$ cat src/rtl/legPkg.sv
// shared types for the LEGv8 subset core
// opcode patterns use ? for the don't-care bits and only work as casez items
// B.cond opcodes follow the team encoding, not the standard LEGv8 one
// no MOVZ, shifts, SLT/SLE or flag-setting logic ops
package legPkg;

  localparam int wordW = 64;
  localparam int instrW = 32;

  typedef logic [wordW-1:0] wordT;
  typedef logic [63:0] addrT;
  typedef logic [instrW-1:0] instrT;
  typedef logic [4:0] regIdxT;

  // X31 reads as zero
  localparam regIdxT zeroReg = 5'd31;

  typedef enum logic [2:0] {
    aluAdd,
    aluSub,
    aluAnd,
    aluOrr,
    aluEor
  } aluOpT;

  typedef enum logic [1:0] {
    memNone,
    memLoad,
    memStore
  } memOpT;

  typedef enum logic [2:0] {
    brNone,
    brAlways,
    brEq,
    brNe,
    brLt,
    brGe,
    brCbz,
    brCbnz
  } branchT;

  // instr[31:21]
  typedef enum logic [10:0] {
    opNop  = 11'b00000000000,
    opAdd  = 11'b10001011000,
    opAddi = 11'b1001000100?,
    opAdds = 11'b10101011000,
    opSub  = 11'b11001011000,
    opSubi = 11'b1101000100?,
    opSubs = 11'b11101011000,
    opAnd  = 11'b10001010000,
    opAndi = 11'b1001001000?,
    opOrr  = 11'b10101010000,
    opOrri = 11'b1011001000?,
    opEor  = 11'b11001010000,
    opEori = 11'b1101001000?,
    opLdur = 11'b11111000010,
    opStur = 11'b11111000000,
    opB    = 11'b000101?????,
    opBeq  = 11'b01010101???,
    opBne  = 11'b01010110???,
    opBlt  = 11'b01010111???,
    opBge  = 11'b01011000???,
    opCbz  = 11'b10110100???,
    opCbnz = 11'b10110101???
  } opcodeT;

  typedef struct packed {
    logic n;
    logic z;
    logic v;
    logic c;
  } flagsT;

endpackage

$ cat src/rtl/regFile.sv
// 31 x 64-bit registers plus the hardwired zero register X31
// writes land at the clock edge; a write in flight is bypassed to both
// read ports so a reader in the writeback cycle sees the new value
// contents are undefined until written
`timescale 1ns/1ps

module regFile import legPkg::*; (
  input  logic   clk,
  input  regIdxT rdIdxA,
  input  regIdxT rdIdxB,
  output wordT   rdDataA,
  output wordT   rdDataB,
  input  logic   wbEn,
  input  regIdxT wbIdx,
  input  wordT   wbData
);

  wordT regs [0:30];

  // writes to X31 are dropped
  always_ff @(posedge clk) begin
    if (wbEn && wbIdx != zeroReg) begin
      regs[wbIdx] <= wbData;
    end
  end

  // port A, zero reg first, then bypass
  assign rdDataA = (rdIdxA == zeroReg) ? '0 :
                   (wbEn && wbIdx == rdIdxA) ? wbData : regs[rdIdxA];

  // port B
  assign rdDataB = (rdIdxB == zeroReg) ? '0 :
                   (wbEn && wbIdx == rdIdxB) ? wbData : regs[rdIdxB];

endmodule

$ cat config.mk
export PLATFORM = sky130hd
export DESIGN_NAME = regFile
export DESIGN_NICKNAME = d
export VERILOG_FILES = /design/src/rtl/legPkg.sv /design/src/rtl/regFile.sv
export SDC_FILE = /design/constraint.sdc
export NUM_CORES = 2
export LEC_CHECK = 0
export BUFFER_PORTS_ARGS = -buffer_cell sky130_fd_sc_hd__buf_4
export CORE_ASPECT_RATIO = 1.5
export CORE_MARGIN = 3
export CORE_UTILIZATION = 55
export CTS_CLUSTER_SIZE = 30
export DETAILED_ROUTE_END_ITERATION = 8
export MAX_ROUTING_LAYER = met4
export PLACE_DENSITY = 0.72
export SLEW_MARGIN = 20
export SYNTH_ARGS = -nofsm -noshare
export SYNTH_HDL_FRONTEND = slang
export SYNTH_SLANG_ARGS = --single-unit
$ cat constraint.sdc
create_clock -name clk -period 4.7 [get_ports clk]
set_input_delay 0.705 -clock clk [delete_from_list [all_inputs] [get_ports clk]]
set_output_delay 0.705 -clock clk [all_outputs]
set_load 0.02 [all_outputs]
==> impl_metrics.env <==
export IMPL_status="completed"
export IMPL_areaGrowthSynthToFinish_pct=12.1
export IMPL_top_register="regs"
export IMPL_p_per_area_mw_per_mm2=369
export IMPL_core_sq_mm=0.166
export IMPL_drt_pass1_iter_count=6
export IMPL_clockRootBuffer="clkbuf_16"
export IMPL_netlist_instances=4766
export IMPL_fin_crit_ps=4330
export IMPL_synth_compound_area_share_pct=6.28
export IMPL_cts_path_max_buffers=3
export IMPL_ioPinCount=209
export IMPL_cts_tree="built"
export IMPL_startpoint_type="input port"
export IMPL_total_power_mw=38.2
export IMPL_synth_avg_cell_area_sq_um=19.4
export IMPL_hold_path_class="input port to flop"
export IMPL_overflow=0
export IMPL_arrival_ps=3630
export IMPL_top_regs="regs (1984)"
export IMPL_synth_top_area_share_pct=64.6
export IMPL_ys_types=53
export IMPL_rows=183
export IMPL_worstPathRequired_ps=3990
export IMPL_h_tree_depth=4
export IMPL_vias=56500
export IMPL_numCtsBuffers=180
export IMPL_peakVddDrop_v=0.000336
export IMPL_ys_seq_elements=1984
export IMPL_synth_fp_nets=4847
export IMPL_fin_nets=5057
export IMPL_async_flop_share_pct=0
export IMPL_grt_pass1_wl_um=424000
export IMPL_initial_core_util_pct=55.5
export IMPL_yosys_area_share_simple_pct=1.92
export IMPL_worstMarginPinSlew_ps=1160
export IMPL_synth_yosys_seq_area_share_pct=64.6
export IMPL_post_drt_wl_per_cell_um=41.1
export IMPL_die_h_um=508
export IMPL_critPathMaxFanout=72
export IMPL_synth_top_family_by_area="multiplexers"
export IMPL_die_x_um=340
export IMPL_mostFrequentLayoutCell="edfxtp_1"
export IMPL_die_area_sq_mm=0.173
export IMPL_place_area_sq_mm=0.0978
export IMPL_cts_setup_buffers=0
export IMPL_setup_viol=0
export IMPL_endpoint_kind="output pin"
export IMPL_grt_pass1_vias=56300
export IMPL_final_hold_violation_count=0
export IMPL_path_class="input port to output pin"
export IMPL_layout_drive_gt1_share_pct=34.1
export IMPL_portBuffers=208
export IMPL_drc=0
export IMPL_drt_initial_drc_count=9386
export IMPL_drt_wl_total_um=302000
export IMPL_stdcell_area_sq_mm=0.103
export IMPL_avgViaCountPerCell=7.69
export IMPL_hpwlAfterDp_um=171000
export IMPL_synth_area_top_cells="edfxtp_1 (65%), mux4_2 (22%), mux2i_1 (2.1%), o22ai_1 (0.83%), clkbuf_1 (0.77%)"
export IMPL_synthMuxAreaShare_pct=24.9
export IMPL_path_clk_slew_ps=60
export IMPL_grt_max_degree=108
export IMPL_post_synth_xor_area_fraction_pct=0.0949
export IMPL_layout_common_cells="edfxtp_1 (1984), mux4_2 (912), buf_4 (359), mux2i_1 (193), clkbuf_16 (184)"
export IMPL_rsz0062_at_grt="false"
export IMPL_synth_area_sq_mm=0.0923
export IMPL_synth_edff_count=1984
export IMPL_holdBufCountCts=0
export IMPL_place_congestion=0.879
export IMPL_clock_fmax_mhz=231
export IMPL_slew_viol_final=0
export IMPL_post_cts_resized=0
export IMPL_yosys_area_share_adder_pct=0
export IMPL_largest_reg_flops=1984
export IMPL_final_antenna_net_count=0
export IMPL_maxCapViolCount=0
export IMPL_clock_sinks=1984
export IMPL_antenna_found_initial=14
export IMPL_cellLeakagePower_nw=32.9
export IMPL_finalCritPeriodShare_pct=92.2
export IMPL_synthFlopType="edfxtp_1"
export IMPL_track_usage_pct=36.1
export IMPL_synth_top_area_cell="edfxtp_1"
export IMPL_slew_headroom_pct=22.2
export IMPL_yosys_warnings=0
final timing paths:
path              slack [ps]  cells past startpoint  startpoint     endpoint
setup / recovery         370                      8   rdIdxB[0]  rdDataB[41]
hold / removal           270                      1  wbData[44]  regs[5][44]
layer usage:
metal	GRT usage, %	vias to the layer above	part of all wire, %
li1	-	21200	-
met1	46.0	29700	34
met2	54.8	4651	48
met3	9.07	949	13
met4	17.5	0	5.8
met5	-	-	0
worst max-delay path: stages:
cell      delay [ps]
buf_8            340
buf_12           450
mux2_2           410
o211ai_1         370
o221ai_1         400
a221oi_1         380
o211ai_1         160
buf_4            190
report_power, final:
part           switching, mW  leakage (nW)  total [mW]  internal (mW)
sequential            0.0902          17.9        19.8           19.7
combinational           2.40          12.2        4.00           1.60
clock                   6.61          2.75        14.4           7.78
total                   9.10          32.9        38.2           29.1
cells by family after synthesis:
| kind of cell | after synthesis |
|---|---|
| flops | 1984 |
| mux | 1152 |
| compound gates | 821 |
| buf+inv | 422 |
| simple gates | 377 |
| xor+xnor | 10 |
metrics by stage:
stage,hold slack (ps),util (%),cells,worst slack [ps],setup TNS [ps]
floorplan,804,-,4766,-27.1,-11690
global placement,1110,58.8,7014,445,0
detailed placement,1120,58.8,7014,485,0
CTS,222,62.2,7337,391,0
global route,254,62.2,7351,355,0
finish,266,62.2,7355,368,0
area by class of cell:
class | count | area [sq um]
Antenna cell | 18 | 45.0
Multi-Input combinational cell | 2360 | 31000
Timing Repair Buffer | 445 | 4380
Clock inverter | 107 | 871
Tap cell | 2220 | 2780
Inverter | 5 | 18.8
Clock buffer | 216 | 4720
Sequential cell | 1984 | 59600
Fill cell | 11600 | 62800
Yosys cell counts (9+ instances only):
master    instances
nand3_1          34
buf_2           108
a31oi_1          34
o21ai_0         117
o211ai_1         72
mux2i_1         193
buf_6            16
a21o_1           57
nand2b_1         54
and3_1           10
buf_4            54
nand2_1         151
a221oi_1         61
o21ai_1          36
nor2_1           71
buf_1            49
a22oi_1          75
a211oi_1         22
a22o_1           42
a221o_1           9
clkbuf_1        190
a32oi_1          35
a222oi_1         16
o221ai_1         24
nor2b_1          21
edfxtp_1       1984
o22ai_1         123
a21oi_1          63
mux4_2          912
mux2_2           47
o221a_2          24
(Power assumes the default switching activity.)
