--- config.mk ---
export PLATFORM = sky130hd
export DESIGN_NAME = decodeStage_flat
export DESIGN_NICKNAME = d
export VERILOG_FILES = /design/src/rtl/legPkg.sv /design/src/rtl/idExBus.sv /design/src/rtl/decodeStage.sv /design/src/flat_wrapper.sv
export SDC_FILE = /design/constraint.sdc
export NUM_CORES = 1
export LEC_CHECK = 0
export ABC_CLOCK_PERIOD_IN_PS = 9590
export BUFFER_PORTS_ARGS = -buffer_cell sky130_fd_sc_hd__buf_2
export CAP_MARGIN = 20
export CORE_AREA = 2 2 175 177
export CTS_CLUSTER_DIAMETER = 40
export DETAILED_ROUTE_END_ITERATION = 8
export DIE_AREA = 0 0 177 179
export SLEW_MARGIN = 0
export SYNTH_ARGS = -nofsm -noshare
export SYNTH_HDL_FRONTEND = slang
export SYNTH_SLANG_ARGS = --single-unit
--- constraint.sdc ---
create_clock -name clk -period 9.59 [get_ports clk]
set_input_delay 0.959 -clock clk [delete_from_list [all_inputs] [get_ports clk]]
set_output_delay 0.959 -clock clk [all_outputs]
set_load 0.01 [all_outputs]
--- src/rtl/legPkg.sv ---
// shared types for the LEGv8 subset core
// opcode patterns use ? for the don't-care bits and only work as casez items
// B.cond opcodes follow the team encoding, not the standard LEGv8 one
// no MOVZ, shifts, SLT/SLE or flag-setting logic ops
package legPkg;

  localparam int wordW = 64;
  localparam int instrW = 32;

  typedef logic [wordW-1:0] wordT;
  typedef logic [63:0] addrT;
  typedef logic [instrW-1:0] instrT;
  typedef logic [4:0] regIdxT;

  // X31 reads as zero
  localparam regIdxT zeroReg = 5'd31;

  typedef enum logic [2:0] {
    aluAdd,
    aluSub,
    aluAnd,
    aluOrr,
    aluEor
  } aluOpT;

  typedef enum logic [1:0] {
    memNone,
    memLoad,
    memStore
  } memOpT;

  typedef enum logic [2:0] {
    brNone,
    brAlways,
    brEq,
    brNe,
    brLt,
    brGe,
    brCbz,
    brCbnz
  } branchT;

  // instr[31:21]
  typedef enum logic [10:0] {
    opNop  = 11'b00000000000,
    opAdd  = 11'b10001011000,
    opAddi = 11'b1001000100?,
    opAdds = 11'b10101011000,
    opSub  = 11'b11001011000,
    opSubi = 11'b1101000100?,
    opSubs = 11'b11101011000,
    opAnd  = 11'b10001010000,
    opAndi = 11'b1001001000?,
    opOrr  = 11'b10101010000,
    opOrri = 11'b1011001000?,
    opEor  = 11'b11001010000,
    opEori = 11'b1101001000?,
    opLdur = 11'b11111000010,
    opStur = 11'b11111000000,
    opB    = 11'b000101?????,
    opBeq  = 11'b01010101???,
    opBne  = 11'b01010110???,
    opBlt  = 11'b01010111???,
    opBge  = 11'b01011000???,
    opCbz  = 11'b10110100???,
    opCbnz = 11'b10110101???
  } opcodeT;

  typedef struct packed {
    logic n;
    logic z;
    logic v;
    logic c;
  } flagsT;

endpackage

--- src/rtl/idExBus.sv ---
// one decoded instruction, decode to execute
// no handshake, the bus advances every clock
// imm holds the ALU immediate or the memory offset, whichever applies
`timescale 1ns/1ps

interface idExBus import legPkg::*; ();

  logic valid;
  aluOpT aluOp;
  logic setFlags;
  logic useImm;
  wordT operandA;
  // store data for STUR
  wordT operandB;
  wordT imm;
  memOpT memOp;
  // zeroReg when nothing is written back
  regIdxT dest;

  modport producer (
    output valid, aluOp, setFlags, useImm, operandA, operandB, imm, memOp, dest
  );

  modport consumer (
    input valid, aluOp, setFlags, useImm, operandA, operandB, imm, memOp, dest
  );

endinterface

--- src/rtl/decodeStage.sv ---
// fetch and decode: PC, fetch/decode register, decoder, branch resolution
// branch target is branch PC + offset * 4, the next fetch is the delay slot
// conditional branches read the flags register directly, so ADDS/SUBS
// must be at least 2 instructions ahead
// unknown opcodes decode as NOP
`timescale 1ns/1ps

module decodeStage import legPkg::*; #(
  parameter addrT resetAddr = '0
) (
  input  logic   clk,
  input  logic   rstN,
  input  instrT  instr,
  output addrT   instrAddr,
  output regIdxT rdIdxA,
  output regIdxT rdIdxB,
  input  wordT   rdDataA,
  input  wordT   rdDataB,
  input  flagsT  flags,
  idExBus.producer idEx
);

  addrT   pc;
  addrT   pcNext;
  // fetch/decode register
  instrT  ifInstr;
  addrT   ifPc;
  logic   ifValid;

  logic [10:0] opField;
  regIdxT rn;
  regIdxT rm;
  regIdxT rt;
  wordT   aluImm;
  wordT   memOffset;
  addrT   brOffset;
  addrT   brTarget;

  aluOpT  aluOp;
  logic   setFlags;
  logic   useImm;
  memOpT  memOp;
  branchT branch;
  logic   writesRt;
  logic   condMet;
  logic   takeBranch;

  always_ff @(posedge clk) begin
    if (!rstN) begin
      pc <= resetAddr;
      ifValid <= 1'b0;
    end else begin
      pc <= pcNext;
      ifValid <= 1'b1;
    end
  end

  always_ff @(posedge clk) begin
    ifInstr <= instr;
    ifPc <= pc;
  end

  assign instrAddr = pc;

  // instruction fields
  assign opField = ifInstr[31:21];
  assign rn = ifInstr[9:5];
  assign rm = ifInstr[20:16];
  assign rt = ifInstr[4:0];
  // 12-bit unsigned for the I forms
  assign aluImm = {{(wordW-12){1'b0}}, ifInstr[21:10]};
  // 9-bit signed for LDUR/STUR
  assign memOffset = {{(wordW-9){ifInstr[20]}}, ifInstr[20:12]};

  always_comb begin
    aluOp = aluAdd;
    setFlags = 1'b0;
    useImm = 1'b0;
    memOp = memNone;
    branch = brNone;
    writesRt = 1'b0;
    casez (opField)
      opAdd, opAddi, opAdds: writesRt = 1'b1;
      opSub, opSubi, opSubs: begin
        aluOp = aluSub;
        writesRt = 1'b1;
      end
      opAnd, opAndi: begin
        aluOp = aluAnd;
        writesRt = 1'b1;
      end
      opOrr, opOrri: begin
        aluOp = aluOrr;
        writesRt = 1'b1;
      end
      opEor, opEori: begin
        aluOp = aluEor;
        writesRt = 1'b1;
      end
      opLdur: begin
        memOp = memLoad;
        writesRt = 1'b1;
      end
      opStur: memOp = memStore;
      opB: branch = brAlways;
      opBeq: branch = brEq;
      opBne: branch = brNe;
      opBlt: branch = brLt;
      opBge: branch = brGe;
      opCbz: branch = brCbz;
      opCbnz: branch = brCbnz;
      default: ;
    endcase
    // modifier bits of the arithmetic forms
    casez (opField)
      opAddi, opSubi, opAndi, opOrri, opEori: useImm = 1'b1;
      opAdds, opSubs: setFlags = 1'b1;
      default: ;
    endcase
  end

  // CBZ/CBNZ test Rt on port A, STUR reads its data through port B
  assign rdIdxA = (branch == brCbz || branch == brCbnz) ? rt : rn;
  assign rdIdxB = (memOp == memStore) ? rt : rm;

  always_comb begin
    case (branch)
      brAlways: condMet = 1'b1;
      brEq:     condMet = flags.z;
      brNe:     condMet = !flags.z;
      brLt:     condMet = flags.n != flags.v;
      brGe:     condMet = flags.n == flags.v;
      brCbz:    condMet = rdDataA == '0;
      brCbnz:   condMet = rdDataA != '0;
      default:  condMet = 1'b0;
    endcase
  end

  // imm26 for B, imm19 for the rest
  assign brOffset = (branch == brAlways) ? {{36{ifInstr[25]}}, ifInstr[25:0], 2'b00}
                                         : {{43{ifInstr[23]}}, ifInstr[23:5], 2'b00};
  assign brTarget = ifPc + brOffset;
  assign takeBranch = ifValid && condMet;
  // delay slot at pc is already being fetched
  assign pcNext = takeBranch ? brTarget : pc + 64'd4;

  assign idEx.valid = ifValid;
  assign idEx.aluOp = aluOp;
  assign idEx.setFlags = setFlags;
  assign idEx.useImm = useImm;
  assign idEx.operandA = rdDataA;
  assign idEx.operandB = rdDataB;
  assign idEx.imm = (memOp != memNone) ? memOffset : aluImm;
  assign idEx.memOp = memOp;
  assign idEx.dest = writesRt ? rt : zeroReg;

  // a store must never reach writeback with a live destination
  assert property (@(posedge clk) disable iff (!rstN)
    idEx.valid && idEx.memOp == memStore |-> idEx.dest == zeroReg);

endmodule

--- src/flat_wrapper.sv ---
// flat-port wrapper written by rule: the top's interface ports become plain ports
module decodeStage_flat import legPkg::*;
#(
  parameter addrT resetAddr = '0
)
  (clk, rstN, instr, instrAddr, rdIdxA, rdIdxB, rdDataA, rdDataB, flags, idEx_valid, idEx_aluOp, idEx_setFlags, idEx_useImm, idEx_operandA, idEx_operandB, idEx_imm, idEx_memOp, idEx_dest);
  idExBus idEx_i ();
  input  logic clk;
  input  logic rstN;
  input  instrT instr;
  output addrT instrAddr;
  output regIdxT rdIdxA;
  output regIdxT rdIdxB;
  input  wordT rdDataA;
  input  wordT rdDataB;
  input  flagsT flags;
  output wire logic [$bits(idEx_i.valid)-1:0] idEx_valid;
  output wire logic [$bits(idEx_i.aluOp)-1:0] idEx_aluOp;
  output wire logic [$bits(idEx_i.setFlags)-1:0] idEx_setFlags;
  output wire logic [$bits(idEx_i.useImm)-1:0] idEx_useImm;
  output wire logic [$bits(idEx_i.operandA)-1:0] idEx_operandA;
  output wire logic [$bits(idEx_i.operandB)-1:0] idEx_operandB;
  output wire logic [$bits(idEx_i.imm)-1:0] idEx_imm;
  output wire logic [$bits(idEx_i.memOp)-1:0] idEx_memOp;
  output wire logic [$bits(idEx_i.dest)-1:0] idEx_dest;
  assign idEx_valid = idEx_i.valid;
  assign idEx_aluOp = idEx_i.aluOp;
  assign idEx_setFlags = idEx_i.setFlags;
  assign idEx_useImm = idEx_i.useImm;
  assign idEx_operandA = idEx_i.operandA;
  assign idEx_operandB = idEx_i.operandB;
  assign idEx_imm = idEx_i.imm;
  assign idEx_memOp = idEx_i.memOp;
  assign idEx_dest = idEx_i.dest;
  decodeStage #(.resetAddr(resetAddr)) u_core (.clk(clk), .rstN(rstN), .instr(instr), .instrAddr(instrAddr), .rdIdxA(rdIdxA), .rdIdxB(rdIdxB), .rdDataA(rdDataA), .rdDataB(rdDataB), .flags(flags), .idEx(idEx_i));
endmodule
==> reports/qor.csv <==
stage,metric,value,unit
synthesis,synth-edff-count,0,
sta,timing.fmax,0.184,GHz
cells_and_area,final_cells,1909,
global_routing,busiest_layer,met2,
clocking,cts.sinks,161,
global_routing,grt_pass1_wl,57600,um
synthesis,syn_avg_cell_area,8.05,um^2
clocking,cts_tree,built,
sta,hold_viol,0,
placed_design,gp_congestion,0.929,
synthesis,synth-seq-cells,161,
worst_setup_path,cp-end-kind,register,
clocking,numCtsBuffers,17,
synthesis,syn_nets,1622,
synthesis,synthFlopType,dfxtp_1,
die,rows,64,
placed_design,post-place-cells,1876,
hold_path,hold_path_class,register to register,
placed_design,placed_area,11700,um^2
clocking,cts_resized,0,
route,route.detailed.drc,0,
global_routing,grt_max_degree,53,
route,antenna_left,0,
synthesis,synth_fa_ha_area_share,7.45,%
worst_setup_path,crit_fanout,40,
sta,drv_slew,0,
sta,min_period,5430,ps
route,vias,10100,
route,drt_iter0_drc,611,
synthesis,synth_top_family_by_area,simple AND/OR/NAND/NOR gates,
synthesis,async_flop_share,0,%
clocking,clk_pin_slew_worst_paths,70,ps
sta,finalSetupViolCount,0,
sta,slew_headroom,39.1,%
route,drt-total-wl,38700,um
synthesis,yosysMostFrequentCell,buf_4,
die,core_region_area,30000,um^2
clocking,ctsLongestPathBuffers,2,
sta,fin_crit_sh,56.6,%
die,initial_core_util,37.3,%
worst_setup_path,required,9910,ps
synthesis,synth_cells,1390,
run_status,outcome,"complete, no violations",
cells_and_area,drive_gt1_share,25.4,%
route,first_pass_iters,5,
sta,max_slew.worst_pin.slew,913,ps
placed_design,place_hpwl,31500,um
global_routing,grt.met2_usage,37.0,%
worst_setup_path,critical_path_class,register to register,
power,peakVddDrop,117,uV
route,wl_per_cell,20.3,um
worst_setup_path,critical_path.startpoint_type,register,
sta,hold_slack,376,ps
worst_setup_path,worstPathArrival,5760,ps
synthesis,seq_area_frac_synth,28.8,%
cells_and_area,area_growth,10.3,%
global_routing,grtUsageMet1,30.9,%
synthesis,synthMuxAreaShare,2.39,%
synthesis,synth-xor-area-share,9.16,%
synthesis,yosys-top-cells-area,"dfxtp_1 (29%), buf_4 (12%), ha_1 (7.3%)",
die,dieWidth,177,um
clocking,cts_root_buffer,clkbuf_16,
die,die_y,179,um
cells_and_area,final_nets,1731,
clocking,clk_latency,440,ps
synthesis,netlist_top_cells_count,"buf_4 (185), nand2_1 (167), dfxtp_1 (161)",
synthesis,yosys.area_share.simple,19.8,%
global_routing,antenna_found_initial,6,
power,p_leak,5.98,nW
synthesis,synth_compound_gate_area_share,17.5,%
sta,grt_setup_unrepaired,no,
global_routing,track_usage,24.2,%
clocking,htreeDepth,4,
global_routing,met3_usage,10.1,%
flow_run,drv_cap,0,
cells_and_area,fin_area,12300,um^2
clocking,postCtsHoldBufs,0,
sta,fin_skew,11.7,ps
die,fp.dieArea,31700,um^2
global_routing,first_global_vias,9525,
power,power.density,128,nW/um^2
synthesis,synth.distinct_cells,57,
clocking,post_cts_buffers,0,
synthesis,ys_warn_count,0,
global_routing,grt_overflow,0,
placed_design,io_buffer_count,315,
die,pin_count,445,
sta,fin_tns_setup,0,ps
synthesis,synth_top_area_cell,dfxtp_1,
route,via_per_inst,5.27,
synthesis,netlist_area,11200,um^2
synthesis,synth_top_area_share,28.8,%
==> power breakdown <==
part	switching, mW	total [mW]	internal (mW)
clock	0.298	0.712	0.414
sequential	0.0142	0.693	0.679
combinational	0.107	0.178	0.0709
==> through the flow <==
| step | power (mW) | setup slack [ps] | util, % |
|---|---|---|---|
| 2_1_floorplan | 0.850 | 5040 | - |
| 3_3_place_gp | 0.884 | 4320 | 39.1 |
| 3_5_place_dp | 0.885 | 4290 | 39.1 |
| 4_1_cts | 1.59 | 4200 | 41.1 |
| 5_1_grt | 1.64 | 3820 | 41.1 |
| 6_report | 1.58 | 4160 | 41.1 |
==> final timing paths <==
kind                       start              endpoint  slack [ps]  depth (start not counted)
max           u_core.ifInstr[28]  u_core.instrAddr[62]        4160                         16
min          u_core.instrAddr[0]        u_core.ifPc[0]         380                          0
max reg2reg   u_core.ifInstr[28]  u_core.instrAddr[62]        4160                         16
min reg2reg  u_core.instrAddr[0]        u_core.ifPc[0]         380                          0
==> critical path, cell delays in order (launching register included) <==
cell      delay, ps
dfxtp_1         400
or3b_1          410
or3_1           640
and2_0          380
a21o_1          200
buf_4           260
ha_1            470
nand2_1         170
nor2_1          180
nand2_1          90
a211oi_1        480
nor3_1          130
o41ai_2         680
a31oi_1         310
o21ai_0         260
xnor2_1         140
o21ai_0          80
==> per-layer routing <==
metal  up-vias  share of wire, %
met1      4710                43
met4         0               2.2
li1       4947                 -
met2       347                44
met5         -                 0
met3        65                11
==> sequential cells by signal (all words and copies together), names as in the netlist <==
name	cells
u_core.instrAddr	64
u_core.ifPc	64
u_core.idEx.valid	1
u_core.ifInstr	32
==> cell type report <==
class,count,area (um^2)
fill,3122,17700
multi-input combinational,977,6320
sequential,161,3220
timing repair buffer,321,1620
tap,396,495
clock buffer,22,484
clock inverter,10,123
inverter,21,78.8
antenna,1,2.50
==> placed cells by master (no fill, tap or decap), types with 3 or more instances in the layout <==
| cell | n |
|---|---|
| or2_2 | 6 |
| a211oi_1 | 43 |
| and3_1 | 26 |
| buf_2 | 315 |
| o21bai_1 | 13 |
| and4_1 | 13 |
| inv_1 | 21 |
| nand2b_1 | 13 |
| nor2_1 | 101 |
| mux2_2 | 22 |
| xnor2_1 | 66 |
| buf_4 | 6 |
| dfxtp_1 | 161 |
| o211ai_1 | 8 |
| nand2_1 | 167 |
| a21oi_1 | 92 |
| a221oi_1 | 5 |
| a22oi_1 | 3 |
| o21a_1 | 7 |
| xor2_1 | 51 |
| nor2b_1 | 7 |
| nand3_1 | 37 |
| a21o_1 | 50 |
| a21boi_0 | 4 |
| or4_1 | 3 |
| ha_1 | 65 |
| nor3_1 | 10 |
| clkbuf_16 | 17 |
| and2_1 | 12 |
| nor4_1 | 20 |
| clkbuf_8 | 4 |
| a31oi_1 | 10 |
| o21ai_0 | 56 |
| a221o_1 | 4 |
| nand4_1 | 35 |
==> logic make-up (layout without fill, tap and decap cells) <==
kind of cell,after synthesis,in the layout
fa+ha+maj,66,66
buf+inv,252,374
simple gates,462,462
mux,24,24
flops,161,161
compound gates,308,308
xor+xnor,117,117
other cells,0,1
Power figures use the tool's default switching activity.
