--- src/rtl/legPkg.sv ---
// shared types for the LEGv8 subset core
// opcode patterns use ? for the don't-care bits and only work as casez items
// B.cond opcodes follow the team encoding, not the standard LEGv8 one
// no MOVZ, shifts, SLT/SLE or flag-setting logic ops
package legPkg;

  localparam int wordW = 64;
  localparam int instrW = 32;

  typedef logic [wordW-1:0] wordT;
  typedef logic [63:0] addrT;
  typedef logic [instrW-1:0] instrT;
  typedef logic [4:0] regIdxT;

  // X31 reads as zero
  localparam regIdxT zeroReg = 5'd31;

  typedef enum logic [2:0] {
    aluAdd,
    aluSub,
    aluAnd,
    aluOrr,
    aluEor
  } aluOpT;

  typedef enum logic [1:0] {
    memNone,
    memLoad,
    memStore
  } memOpT;

  typedef enum logic [2:0] {
    brNone,
    brAlways,
    brEq,
    brNe,
    brLt,
    brGe,
    brCbz,
    brCbnz
  } branchT;

  // instr[31:21]
  typedef enum logic [10:0] {
    opNop  = 11'b00000000000,
    opAdd  = 11'b10001011000,
    opAddi = 11'b1001000100?,
    opAdds = 11'b10101011000,
    opSub  = 11'b11001011000,
    opSubi = 11'b1101000100?,
    opSubs = 11'b11101011000,
    opAnd  = 11'b10001010000,
    opAndi = 11'b1001001000?,
    opOrr  = 11'b10101010000,
    opOrri = 11'b1011001000?,
    opEor  = 11'b11001010000,
    opEori = 11'b1101001000?,
    opLdur = 11'b11111000010,
    opStur = 11'b11111000000,
    opB    = 11'b000101?????,
    opBeq  = 11'b01010101???,
    opBne  = 11'b01010110???,
    opBlt  = 11'b01010111???,
    opBge  = 11'b01011000???,
    opCbz  = 11'b10110100???,
    opCbnz = 11'b10110101???
  } opcodeT;

  typedef struct packed {
    logic n;
    logic z;
    logic v;
    logic c;
  } flagsT;

endpackage

--- src/rtl/idExBus.sv ---
// one decoded instruction, decode to execute
// no handshake, the bus advances every clock
// imm holds the ALU immediate or the memory offset, whichever applies
`timescale 1ns/1ps

interface idExBus import legPkg::*; ();

  logic valid;
  aluOpT aluOp;
  logic setFlags;
  logic useImm;
  wordT operandA;
  // store data for STUR
  wordT operandB;
  wordT imm;
  memOpT memOp;
  // zeroReg when nothing is written back
  regIdxT dest;

  modport producer (
    output valid, aluOp, setFlags, useImm, operandA, operandB, imm, memOp, dest
  );

  modport consumer (
    input valid, aluOp, setFlags, useImm, operandA, operandB, imm, memOp, dest
  );

endinterface

--- src/rtl/alu64.sv ---
// 64-bit ALU, carry-lookahead adder built as a binary tree of 2-input cells
// carry follows the ARM convention: set on subtract means no borrow
// carry and overflow come from the adder for every op, even logic ops
`timescale 1ns/1ps

module alu64 import legPkg::*; (
  input  wordT  a,
  input  wordT  b,
  input  aluOpT op,
  output wordT  result,
  output logic  carry,
  output logic  overflow
);

  localparam int levels = $clog2(wordW);

  logic cin;
  wordT bEff;
  wordT sum;
  // per tree level: group generate, propagate and carry-in
  logic [levels:0][wordW-1:0] gT;
  logic [levels:0][wordW-1:0] pT;
  logic [levels:0][wordW-1:0] cT;

  // subtract is a + ~b + 1
  assign cin = (op == aluSub);
  assign bEff = cin ? ~b : b;

  assign gT[0] = a & bEff;
  assign pT[0] = a ^ bEff;

  // up the tree, each node merges two children
  for (genvar lv = 1; lv <= levels; lv++) begin : gUp
    for (genvar n = 0; n < (wordW >> lv); n++) begin : gNode
      assign gT[lv][n] = gT[lv-1][2*n+1] | (pT[lv-1][2*n+1] & gT[lv-1][2*n]);
      assign pT[lv][n] = pT[lv-1][2*n+1] & pT[lv-1][2*n];
    end
  end

  // down the tree, the right child gets the carry out of the left one
  assign cT[levels][0] = cin;
  for (genvar lv = levels; lv >= 1; lv--) begin : gDown
    for (genvar n = 0; n < (wordW >> lv); n++) begin : gNode
      assign cT[lv-1][2*n] = cT[lv][n];
      assign cT[lv-1][2*n+1] = gT[lv-1][2*n] | (pT[lv-1][2*n] & cT[lv][n]);
    end
  end

  assign sum = pT[0] ^ cT[0];
  assign carry = gT[levels][0] | (pT[levels][0] & cin);
  // carry into msb differs from carry out
  assign overflow = carry ^ cT[0][wordW-1];

  // logic ops skip the adder
  always_comb begin
    case (op)
      aluAnd:  result = a & b;
      aluOrr:  result = a | b;
      aluEor:  result = a ^ b;
      default: result = sum;
    endcase
  end

endmodule

--- src/rtl/executeStage.sv ---
// execute: decode/execute register, operand select, ALU, flags,
// execute/memory register
// flags only change on a valid ADDS or SUBS, at the end of execute
// memory ops always add the offset, whatever aluOp says
`timescale 1ns/1ps

module executeStage import legPkg::*; (
  input  logic   clk,
  input  logic   rstN,
  idExBus.consumer idEx,
  output flagsT  flags,
  output memOpT  memOp,
  output wordT   aluResult,
  output wordT   storeData,
  output regIdxT dest,
  output logic   valid
);

  // decode/execute register
  logic   dxValid;
  logic   dxSetFlags;
  memOpT  dxMemOp;
  aluOpT  dxAluOp;
  logic   dxUseImm;
  wordT   dxA;
  wordT   dxB;
  wordT   dxImm;
  regIdxT dxDest;

  wordT   aluB;
  aluOpT  aluOpSel;
  wordT   result;
  logic   carry;
  logic   overflow;

  always_ff @(posedge clk) begin
    if (!rstN) begin
      dxValid <= 1'b0;
      dxSetFlags <= 1'b0;
      dxMemOp <= memNone;
    end else begin
      dxValid <= idEx.valid;
      dxSetFlags <= idEx.setFlags;
      dxMemOp <= idEx.memOp;
    end
  end

  always_ff @(posedge clk) begin
    dxAluOp <= idEx.aluOp;
    dxUseImm <= idEx.useImm;
    dxA <= idEx.operandA;
    dxB <= idEx.operandB;
    dxImm <= idEx.imm;
    dxDest <= idEx.dest;
  end

  // imm carries the offset for loads and stores
  assign aluB = (dxUseImm || dxMemOp != memNone) ? dxImm : dxB;
  assign aluOpSel = (dxMemOp != memNone) ? aluAdd : dxAluOp;

  alu64 uAlu (
    .a(dxA), .b(aluB), .op(aluOpSel), .result(result), .carry(carry), .overflow(overflow)
  );

  always_ff @(posedge clk) begin
    if (!rstN) begin
      flags <= '0;
    end else if (dxValid && dxSetFlags) begin
      flags.n <= result[wordW-1];
      flags.z <= result == '0;
      flags.v <= overflow;
      flags.c <= carry;
    end
  end

  // execute/memory register
  always_ff @(posedge clk) begin
    if (!rstN) begin
      valid <= 1'b0;
      memOp <= memNone;
    end else begin
      valid <= dxValid;
      memOp <= dxMemOp;
    end
  end

  always_ff @(posedge clk) begin
    aluResult <= result;
    storeData <= dxB;
    dest <= dxDest;
  end

endmodule

--- src/flat_wrapper.sv ---
// flat-port wrapper written by rule: the top's interface ports become plain ports
module executeStage_flat import legPkg::*;
  (clk, rstN, flags, memOp, aluResult, storeData, dest, valid, idEx_valid, idEx_aluOp, idEx_setFlags, idEx_useImm, idEx_operandA, idEx_operandB, idEx_imm, idEx_memOp, idEx_dest);
  idExBus idEx_i ();
  input  logic clk;
  input  logic rstN;
  output flagsT flags;
  output memOpT memOp;
  output wordT aluResult;
  output wordT storeData;
  output regIdxT dest;
  output logic valid;
  input wire logic [$bits(idEx_i.valid)-1:0] idEx_valid;
  input wire logic [$bits(idEx_i.aluOp)-1:0] idEx_aluOp;
  input wire logic [$bits(idEx_i.setFlags)-1:0] idEx_setFlags;
  input wire logic [$bits(idEx_i.useImm)-1:0] idEx_useImm;
  input wire logic [$bits(idEx_i.operandA)-1:0] idEx_operandA;
  input wire logic [$bits(idEx_i.operandB)-1:0] idEx_operandB;
  input wire logic [$bits(idEx_i.imm)-1:0] idEx_imm;
  input wire logic [$bits(idEx_i.memOp)-1:0] idEx_memOp;
  input wire logic [$bits(idEx_i.dest)-1:0] idEx_dest;
  assign idEx_i.valid = idEx_valid;
  assign idEx_i.aluOp = idEx_aluOp;
  assign idEx_i.setFlags = idEx_setFlags;
  assign idEx_i.useImm = idEx_useImm;
  assign idEx_i.operandA = idEx_operandA;
  assign idEx_i.operandB = idEx_operandB;
  assign idEx_i.imm = idEx_imm;
  assign idEx_i.memOp = idEx_memOp;
  assign idEx_i.dest = idEx_dest;
  executeStage u_core (.clk(clk), .rstN(rstN), .idEx(idEx_i), .flags(flags), .memOp(memOp), .aluResult(aluResult), .storeData(storeData), .dest(dest), .valid(valid));
endmodule
--- config.mk ---
export PLATFORM = sky130hd
export DESIGN_NAME = executeStage_flat
export DESIGN_NICKNAME = d
export VERILOG_FILES = /design/src/rtl/legPkg.sv /design/src/rtl/idExBus.sv /design/src/rtl/alu64.sv /design/src/rtl/executeStage.sv /design/src/flat_wrapper.sv
export SDC_FILE = /design/constraint.sdc
export NUM_CORES = 1
export LEC_CHECK = 0
export BUFFER_PORTS_ARGS = -buffer_cell sky130_fd_sc_hd__buf_2
export CAP_MARGIN = 15
export CORE_MARGIN = 2
export CORE_UTILIZATION = 49
export DETAILED_ROUTE_END_ITERATION = 10
export GPL_TIMING_DRIVEN = 0
export PLACE_DENSITY = 0.81
export SYNTH_ARGS = -nofsm -noshare
export SYNTH_HDL_FRONTEND = slang
export SYNTH_SLANG_ARGS = --single-unit
--- constraint.sdc ---
create_clock -name clk -period 5.3 [get_ports clk]
set_clock_uncertainty 0.15 [all_clocks]
set_input_delay 0.795 -clock clk [delete_from_list [all_inputs] [get_ports clk]]
set_output_delay 0.795 -clock clk [all_outputs]
set_load 0.01 [all_outputs]
==> results of run 1 <==
stage by stage:
| stage | utilization, % | std cells |
|---|---|---|
| 2_1_floorplan | - | 1394 |
| 3_3_place_gp | 56.8 | 2136 |
| 3_5_place_dp | 56.9 | 2137 |
| 4_1_cts | 63.4 | 2234 |
| 5_1_grt | 65.3 | 2257 |
| 6_report | 65.3 | 2258 |
flip-flops by register name (all words and copies together), names as in the netlist:
signal	cells
u_core.dxUseImm	1
u_core.dxAluOp	3
u_core.dxDest	5
u_core.aluResult	64
u_core.flags	4
u_core.dxA	64
u_core.memOp	2
u_core.dest	5
u_core.dxB	64
u_core.dxSetFlags	1
u_core.valid	1
u_core.dxValid	1
u_core.storeData	64
u_core.dxMemOp	2
u_core.dxImm	64
Yosys cell counts, types with 18 or more instances:
cell type  count  share of area [%]
a21oi_1       60                2.0
a21o_1        18               0.90
fa_1          31                4.1
inv_1        186                4.6
ha_1         192                 16
clkbuf_1      25               0.62
nand2_1       67                1.7
o21ai_0       49                1.6
mux2i_1       96                6.4
xor2_1        84                4.9
a221oi_1      20                1.2
dfxtp_1      345                 46
nor2_1        33               0.82
o221ai_1      18                1.0
per-layer routing:
layer  routed length [microns]  part of all wire, %  up-vias  global-route usage [%]
li1                          -                    -     5571                       -
met1                     18100                   39     5669                    33.2
met2                     21800                   47      567                    46.0
met3                      3880                  8.4      140                    6.45
met4                      2260                  4.9        2                    13.9
met5                        12                0.026        -                       0
kinds of logic (layout without fill, tap and decap cells):
logic type	Yosys count	count (layout)	share of synthesized area (%)
DFF	345	345	46.0
buffers and inverters	234	699	5.98
AOI/OAI and AO/OA	226	226	10.2
adders and majority gates	223	223	20.1
and+or+nand+nor	173	173	5.65
xor gates and xnor gates	97	97	5.66
muxes	96	96	6.40
other	0	3	0
cells in the final DEF, fill, tap and decap left out, types with 9 or more instances in the layout:
| cell type | instances |
|---|---|
| a22oi_1 | 17 |
| buf_4 | 51 |
| xnor2_1 | 13 |
| buf_12 | 9 |
| inv_1 | 186 |
| a21oi_2 | 12 |
| xor2_1 | 78 |
| a221oi_1 | 19 |
| ha_1 | 192 |
| nor4_1 | 9 |
| a211oi_1 | 11 |
| clkbuf_1 | 28 |
| inv_6 | 9 |
| a221o_1 | 12 |
| a21oi_1 | 48 |
| buf_2 | 358 |
| mux2i_2 | 24 |
| a21o_1 | 18 |
| nor2_1 | 27 |
| mux2i_4 | 24 |
| dfxtp_1 | 343 |
| o21ai_0 | 39 |
| and2_1 | 10 |
| nand2_1 | 66 |
| mux2i_1 | 48 |
| o221ai_1 | 17 |
| fa_1 | 28 |
| clkbuf_16 | 37 |
cell type report:
type / instances / area [sq um] / share of cell area [%]
Tap cell: 396 / 495 / 2.50
Inverter: 186 / 698 / 3.52
Clock buffer: 46 / 1000 / 5.04
Antenna cell: 3 / 7.51 / 0.0379
Clock inverter: 18 / 236 / 1.19
Buffer: 46 / 319 / 1.61
Multi-Input combinational cell: 815 / 7940 / 40.1
Sequential cell: 345 / 6910 / 34.9
Timing Repair Buffer: 403 / 2210 / 11.2
report_power, final:
| part | switching (mW) | leakage, nW | total [mW] | internal (mW) |
|---|---|---|---|---|
| Sequential | 0.118 | 2.91 | 2.99 | 2.87 |
| Clock | 1.08 | 0.600 | 2.64 | 1.55 |
| Combinational | 1.02 | 6.03 | 1.77 | 0.755 |
| Total | 2.22 | 9.54 | 7.40 | 5.18 |
final timing paths:
check	slack (ps)	cells past startpoint	endpoint	start
min	180	0	u_core.dest[1]	u_core.dxDest[1]
min reg2reg	180	0	u_core.dest[1]	u_core.dxDest[1]
max reg2reg	-240	23	u_core.flags[2]	u_core.dxMemOp[1]
max	-240	23	u_core.flags[2]	u_core.dxMemOp[1]
critical path: cells and delay by family, from the launching register on:
kind,cells,cell delay [ps]
flops,1,370
simple gates,6,1310
buf+inv,2,340
xor+xnor,1,190
compound gates,11,2070
fa+ha+maj,2,780
mux,1,270
repair_timing:
action / in CTS / in global routing
setup endpoints to repair: 51 / 2
setup buffers: 35 / 21
pin swaps: 25 / 41
resized for setup: 126 / 88
==> results.md, run 1 <==
- Total Wirelength: 46.1 mm
- Sequential share of the synthesized area: 46.0%
- Crit-path max cell delay: 480 ps
- Clock Tree Root: clkbuf_16
- Drc violations: 0
- Crit-path slowest cell: fa_1
- Wire length of the first global-routing pass: 66.4 mm
- Synth unique cells: 51
- Detailed placement HPWL: 33.0 mm
- Violated checks: negative setup slack
- Fin. max-slew vios: 0
- DIE HEIGHT: 179 microns
- Initial DRC Count: 710
- Largest net degree at the start of global routing: 17
- Leakage: 9.54 nW
- Fillers: 2,282
- Congestion Overflow GR: 0
- Yosys reg bits: 345
- I/O pin count: 347
- Final antenna-violating net count: 0
- Vias: 11.9k
- Layout Nets: 2,263
- Primary FF master, synth: dfxtp_1
- Setup WS pre-CTS: -1920 ps
- Rows: 64
- CTS Buffer Depth: 3
- Number of flops mapped to enable cells by yosys: 0
- Vias in the first global route: 12.2k
- RSZ-0062 raised after global routing: true
- Final setup fails: 1
- Max-Cap Viols: 0
- Fmax: 181 MHz
- Core area: 30,300 sq um
- Finished Cell Area: 19,800 sq um
- Ratio of cells with drive above 1 in the final layout: 32.3%
- Clock latency on the worst-skew pair: 540 ps
- Total clock buffers created by CTS: 36
- Via-to-Cell Ratio: 5.29
- Hold slack: 176 ps
- Worst-path clk slew: 60 ps
- P per Cell Area: 373 nW/um^2
- Setup TNS: -237 ps
- Worst-Margin Slew: 1170 ps
- Max-slew headroom: 22.2%
- Status: complete, but fails checks
- Hold Buf Count CTS: 0
- H-tree depth: 2
- Critical Path RT: 5620 ps
- Synthesized area: 15,000 sq um
- Area grow syn2layout: 32.0%
- Initial antenna violation count: 4
- Max VDD drop: 0.295 mV
- Crit-path max FO: 8
- Initial DRT Pass Iterations: 5
- Tot GR Track Use: 27.6%
- Most frequent CP cell: a21o_1
- IO Port Bufs: 346
- Tmin final: 5540 ps
- Worst setup margin: -237 ps
- Ys async rst share: 0%
- Mapped Cells: 1,394
- Setup crit start kind: flop
- Chip width: 179 microns
- Placed cell area: 17,300 sq um
- Worst Setup End Kind: flop
- Synthesis Warnings: 0
- Syn_area_per_cell: 10.8 sq um
- Final Hold Fails: 0
- Initial core utilization: 49.5%
- Drt wl/cell: 20.4 microns
- Tcrit/Tclk final: 104%
- Crit path DAT: 5860 ps
- Final Power: 7.40 mW
- Sink Count: 345
- Syn nets: 1,824
- Critical path type: flop to flop
- Final Wtd Congestion: 0.910
- Die area: 32,100 sq um
- Worst-path cell chain: nor3_4 -> buf_8 -> buf_12 -> mux2i_4 -> xor2_1 -> ha_1 -> a21oi_2 -> o21a_1 -> o41ai_4 -> a211o_1 -> a21o_1 -> a21o_1 -> a21o_1 -> a21oi_2 -> o21ai_2 -> fa_1 -> a221o_1 -> or3_4 -> nor3_4 -> nand4_1 -> nor2_2 -> and4_4 -> o21a_1
- Worst min path class: flop to flop
- CTS tree: done
(Power assumes the default switching activity.)
==> run 2: changes to the inputs <==
- BUFFER_PORTS_ARGS: -buffer_cell sky130_fd_sc_hd__buf_2 -> not set
- CAP_MARGIN: 15 -> 0
- CORE_UTILIZATION: 49 -> 57
- DONT_BUFFER_PORTS: not set -> 1
- PLACE_DENSITY: 0.81 -> 0.79
==> run 2 against run 1 <==
Against the previous run:
- final cell count fell by 18%
- via count is 9.3% lower
- largest cell class unchanged
- clock power decreased by 9.8%
- total power fell by 6.6%
- non-clock buffer count down 348
- die area fell by 14%
- sequential cell count unchanged
- routed wire length is 4.7% lower
- design area decreased by 9.6%
- the run still ends with negative setup slack left
- critical endpoint unchanged
- setup slack worse by 110 ps
==> results.md, run 2 (synthesis gave the netlist of run 1 again) <==
- Tcrit/Tclk final: 107%
- Vias: 10.8k
- Largest net degree at the start of global routing: 16
- Final antenna-violating net count: 0
- Non-Filler Instances: 1,854
- H-tree depth: 2
- IO Port Bufs: 0
- Area grow syn2layout: 19.3%
- Crit-path max cell delay: 370 ps
- Worst setup margin: -352 ps
- Rows: 59
- I/O pin count: 347
- RSZ-0062 raised after global routing: true
- Finished Cell Area: 17,900 sq um
- Setup WS pre-CTS: -1840 ps
- Commonest non-fill, non-tap cell in the layout: dfxtp_1
- Clock latency on the worst-skew pair: 520 ps
- Fin. max-slew vios: 0
- Core area: 26,000 sq um
- Setup crit start kind: flop
- Crit-path slowest cell: dfxtp_4
- FF-to-FF End: u_core.flags[2]
- Final Hold Fails: 0
- Placed cell area: 15,500 sq um
- Wire length of the first global-routing pass: 62.4 mm
- Final Power: 6.91 mW
- Chip width: 166 microns
- Total Wirelength: 43.9 mm
- Status: complete, but fails checks
- Finished Core Util: 69.0%
- CTS tree: done
- Max-Cap Viols: 0
- Setup TNS: -352 ps
- Most frequent cells in the layout: 343 x dfxtp_1, 190 x ha_1, 184 x inv_1
- Ratio of cells with drive above 1 in the final layout: 16.2%
- Worst-Margin Slew: 1150 ps
- Sink Count: 345
- Fmax: 177 MHz
- Violated checks: negative setup slack
- Clock Tree Root: clkbuf_16
- Die area: 27,700 sq um
- R2R Setup Slk: -350 ps
- Critical path depth: 28
- Critical path endpoint: u_core.flags[2]
- Crit path max-delay family: simple AND/OR/NAND/NOR gates
- Final setup fails: 1
- Leakage: 8.10 nW
- Worst min path class: primary input to flop
- Tot GR Track Use: 29.6%
- FF+latch area: 6910 sq um
- Vias in the first global route: 10.7k
- Initial antenna violation count: 14
- R2R cell count: 28
- Total clock buffers created by CTS: 34
- Reg2reg start: u_core.dxMemOp[0]
- Max VDD drop: 0.341 mV
- DIE HEIGHT: 166 microns
- Via-to-Cell Ratio: 5.84
- Final Wtd Congestion: 0.909
- Dpl cells: 1,730
- Tmin final: 5650 ps
- Layout Nets: 1,913
- Drt wl/cell: 23.7 microns
- Critical path type: flop to flop
- Detailed placement HPWL: 30.2 mm
- Initial core utilization: 57.8%
- Min-delay src: idEx_operandA[14]
- Worst Setup End Kind: flop
- Hold Buf Count CTS: 0
- Hold slack: 144 ps
- Initial DRC Count: 844
- P per Cell Area: 386 nW/um^2
- Crit-path max FO: 6
- Worst-path clk slew: 70 ps
- Initial DRT Pass Iterations: 5
- Critical Path RT: 5610 ps
- Crit path DAT: 5960 ps
- Max-slew headroom: 23.4%
- WP buf/inv: 6
- Fillers: 1,830
- Drc violations: 0
- Congestion Overflow GR: 0
- Area of the multi-input gates: 7960 sq um
- CTS Buffer Depth: 3
- Setup crit start: u_core.dxMemOp[0]
-- run 2: changes by cell type in the layout (fill, tap and decap cells not counted), sizes merged --
cell / delta
diode: +10
buf: -350
inv: -4
bufinv: -2
clkinv: +3
-- run 2: how the worst min path moves through the flow --
stage                           to  cells after the start
finish              u_core.dxA[14]                      0
global route        u_core.dxA[17]                      0
CTS                 u_core.dxA[21]                      0
detailed placement  u_core.dest[3]                      0
global placement    u_core.dest[2]                      0
floorplan           u_core.dest[0]                      0
-- run 2: cell type report --
cell class	instances	area share (%)
multi-input combinational	815	44.4
sequential	345	38.6
clock buffer	44	5.24
inverter	186	3.91
timing repair buffer	55	2.69
tap	335	2.34
buffer	46	1.77
clock inverter	15	0.873
antenna	13	0.182
-- run 2: power breakdown --
part           internal (mW)  total [mW]  leakage [nW]  switching [mW]
registers               2.87        3.15          2.91           0.275
clock network           1.37        2.38         0.535            1.02
logic                  0.577        1.38          4.66           0.803
-- run 2: routing by layer --
layer / global-route usage, % / part of all wire, %
met5: 0 / 0
met2: 47.2 / 46
met4: 15.3 / 5.2
met3: 9.37 / 11
met1: 36.1 / 38
-- run 2: repair_timing --
action	CTS	global route
hold endpoints to repair	0	0
resized for setup	130	89
pin swaps	27	46
setup buffers	19	34
gates cloned	1	1
endpoints found under the setup margin	46	4
==> run 3: changes to the inputs <==
- SYNTH_HIERARCHICAL: not set -> 1
==> run 3 against run 2 <==
Against the previous run:
- sequential cell count did not move
- utilization fell by 0.55 points
- fmax rose by 1.8%
- highest routed layer is now met5
- clock-buffer cell count rose by 2
- largest cell class unchanged
- hold slack got worse by 13 ps
- routed wire length fell by 7.7%
- the run still ends with negative setup slack left
- critical endpoint is now u_core/flags[2]
- clock power rose by 7%
- register-to-register slack improved by 100 ps
- die area fell by 0.89%
==> results.md, run 3 <==
- Core area: 25,800 sq um
- Vias in the first global route: 11.0k
- Fillers: 1,866
- Congestion Overflow GR: 0
- Wire length of the first global-routing pass: 57.8 mm
- Sink Count: 345
- Via-to-Cell Ratio: 5.67
- FF+latch area: 6910 sq um
- Synth top area cells: dfxtp_1 46%, ha_1 16%, a21oi_1 4.8%
- Area of the multi-input gates: 7600 sq um
- Initial core utilization: 57.6%
- Fin. max-slew vios: 0
- Clock latency on the worst-skew pair: 530 ps
- Synthesis Warnings: 6
- Syn nets: 1,838
- Detailed placement HPWL: 28.8 mm
- Drc violations: 0
- Rows: 59
- Critical path type: flop to flop
- Non-Filler Instances: 1,870
- Worst-Margin Slew: 883 ps
- Crit-path slowest cell: nor4_2
- Initial antenna violation count: 7
- Primary FF master, synth: dfxtp_1
- Hold Buf Count CTS: 0
- M3 GR Usage: 7.57%
- RSZ-0062 raised after global routing: true
- Number of flops mapped to enable cells by yosys: 0
- Setup crit start kind: flop
- Clock Tree Root: clkbuf_16
- Synthesized area: 14,900 sq um
- Final setup fails: 1
- Area leader, netlist: dfxtp_1
- Commonest non-fill, non-tap cell in the layout: dfxtp_1
- Syn_area_per_cell: 10.6 sq um
- CTS Buffer Depth: 3
- Post-synth top cells: 345 x dfxtp_1, 192 x ha_1, 168 x inv_1
- Worst Setup End Kind: flop
- Total Wirelength: 40.5 mm
- Most frequent cell after synthesis: dfxtp_1
- Final Wtd Congestion: 0.896
- Mapped Cells: 1,408
- Ratio of cells with drive above 1 in the final layout: 19.1%
- Status: complete, but fails checks
- Setup WS pre-CTS: -1750 ps
- Initial DRT Pass Iterations: 5
- DIE HEIGHT: 166 microns
- Most frequent CP cell: buf_8
- Synth unique cells: 54
- Vias: 10.6k
- Total clock buffers created by CTS: 36
- Ys async rst share: 0%
- Leakage: 8.01 nW
- M2 GR Usage: 48.8%
- Tmin final: 5550 ps
- Dpl cells: 1,743
- Sequential share of the synthesized area: 46.4%
- Worst setup margin: -251 ps
- Crit-path max cell delay: 410 ps
- Grt peak-use layer: met2
- Fmax: 180 MHz
- Yosys reg bits: 345
- IO Port Bufs: 0
- Violated checks: negative setup slack
- Layout Nets: 1,935
- Critical Path RT: 5600 ps
- Crit path DAT: 5850 ps
- Tot GR Track Use: 27.9%
- Crit-path max FO: 5
- Max-Cap Viols: 0
- Most frequent cells in the layout: 343 x dfxtp_1, 190 x ha_1, 152 x inv_1
- CTS tree: done
- Worst min path class: primary input to flop
- Die area: 27,400 sq um
- Max-slew headroom: 41.1%
- Max VDD drop: 0.354 mV
- Largest net degree at the start of global routing: 16
- Worst-path clk slew: 70 ps
- Drt wl/cell: 21.7 microns
- P per Cell Area: 414 nW/um^2
- Area grow syn2layout: 18.8%
- Share of the synthesized area in the top cell type: 46.4%
- Final Hold Fails: 0
- Chip width: 166 microns
- H-tree depth: 2
- Final antenna-violating net count: 0
- Tcrit/Tclk final: 105%
- Met1 Use GR: 31.3%
- Initial DRC Count: 558
- I/O pin count: 347
[run 3: cell types whose count changed in the layout (fill, tap and decap cells not counted), moves of 35 or more]
cell,change
a21oi_1,+79
nor2_1,+59
o22ai_1,+56
xnor2_1,+56
xor2_1,-56
mux2i_1,-54
mux2_2,+51
nand2_1,-35
[run 3: report_power, final]
| part | switching (mW) | leakage, nW | internal, mW |
|---|---|---|---|
| clock | 1.05 | 0.596 | 1.50 |
| sequential | 0.267 | 2.91 | 2.89 |
| combinational | 0.931 | 4.50 | 0.677 |
[run 3: final cells by class]
class	count	area share, %
antenna	4	0.0566
buffer	48	1.85
clock buffer	46	5.59
clock inverter	18	1.29
inverter	168	3.60
multi-input combinational	847	43.0
sequential	345	39.1
tap	335	2.37
timing repair buffer	59	3.14
[run 3: logic make-up after synthesis]
family / after synthesis / share of synthesized area [%]
xor+xnor: 97 / 5.71
compound gates: 273 / 11.0
fa+ha+maj: 223 / 20.3
buf+inv: 216 / 5.50
flops: 345 / 46.4
simple gates: 188 / 6.10
mux: 66 / 4.98
[run 3: what timing repair did]
item	4_1_cts	5_1_grt
pin swaps	46	60
setup endpoints to repair	40	2
hold endpoints to repair	0	0
resized for setup	83	82
cloned	0	2
setup buffers	33	24
[run 3: final timing paths]
path                            depth (start not counted)               to  slack, ps              start
worst max register to register                         25  u_core/flags[2]       -250  u_core/dxMemOp[1]
worst max-delay path                                   25  u_core/flags[2]       -250  u_core/dxMemOp[1]
worst min-delay path                                    0   u_core/dxA[36]        130  idEx_operandA[36]
worst min register to register                          0   u_core/dest[1]        180   u_core/dxDest[1]
[run 3: critical path, delay by kind of cell (launching register included)]
family / cells / cell delay [ps]
AOI/OAI and AO/OA: 11 / 2120
and+or+nand+nor: 6 / 1450
buffers and inverters: 4 / 550
adders and majority gates: 2 / 500
DFF: 1 / 390
xor gates and xnor gates: 2 / 310
[run 3: routing by layer]
metal	up-vias	share of wire (%)
met3	147	8.6
met2	524	49
met5	-	0.084
li1	4924	-
met1	4995	37
met4	6	4.9
[run 3: metrics by stage]
step	hold slack (ps)	cell area, sq um	setup TNS, ps	util (%)	power (mW)
finish	131	17700	-251	68.4	7.31
global route	114	17700	-485	68.4	7.63
CTS	112	17100	-255	66.3	7.18
detailed placement	165	15300	-12620	59.2	4.50
global placement	163	15300	-11490	59.2	4.45
floorplan	160	14900	0	-	4.09
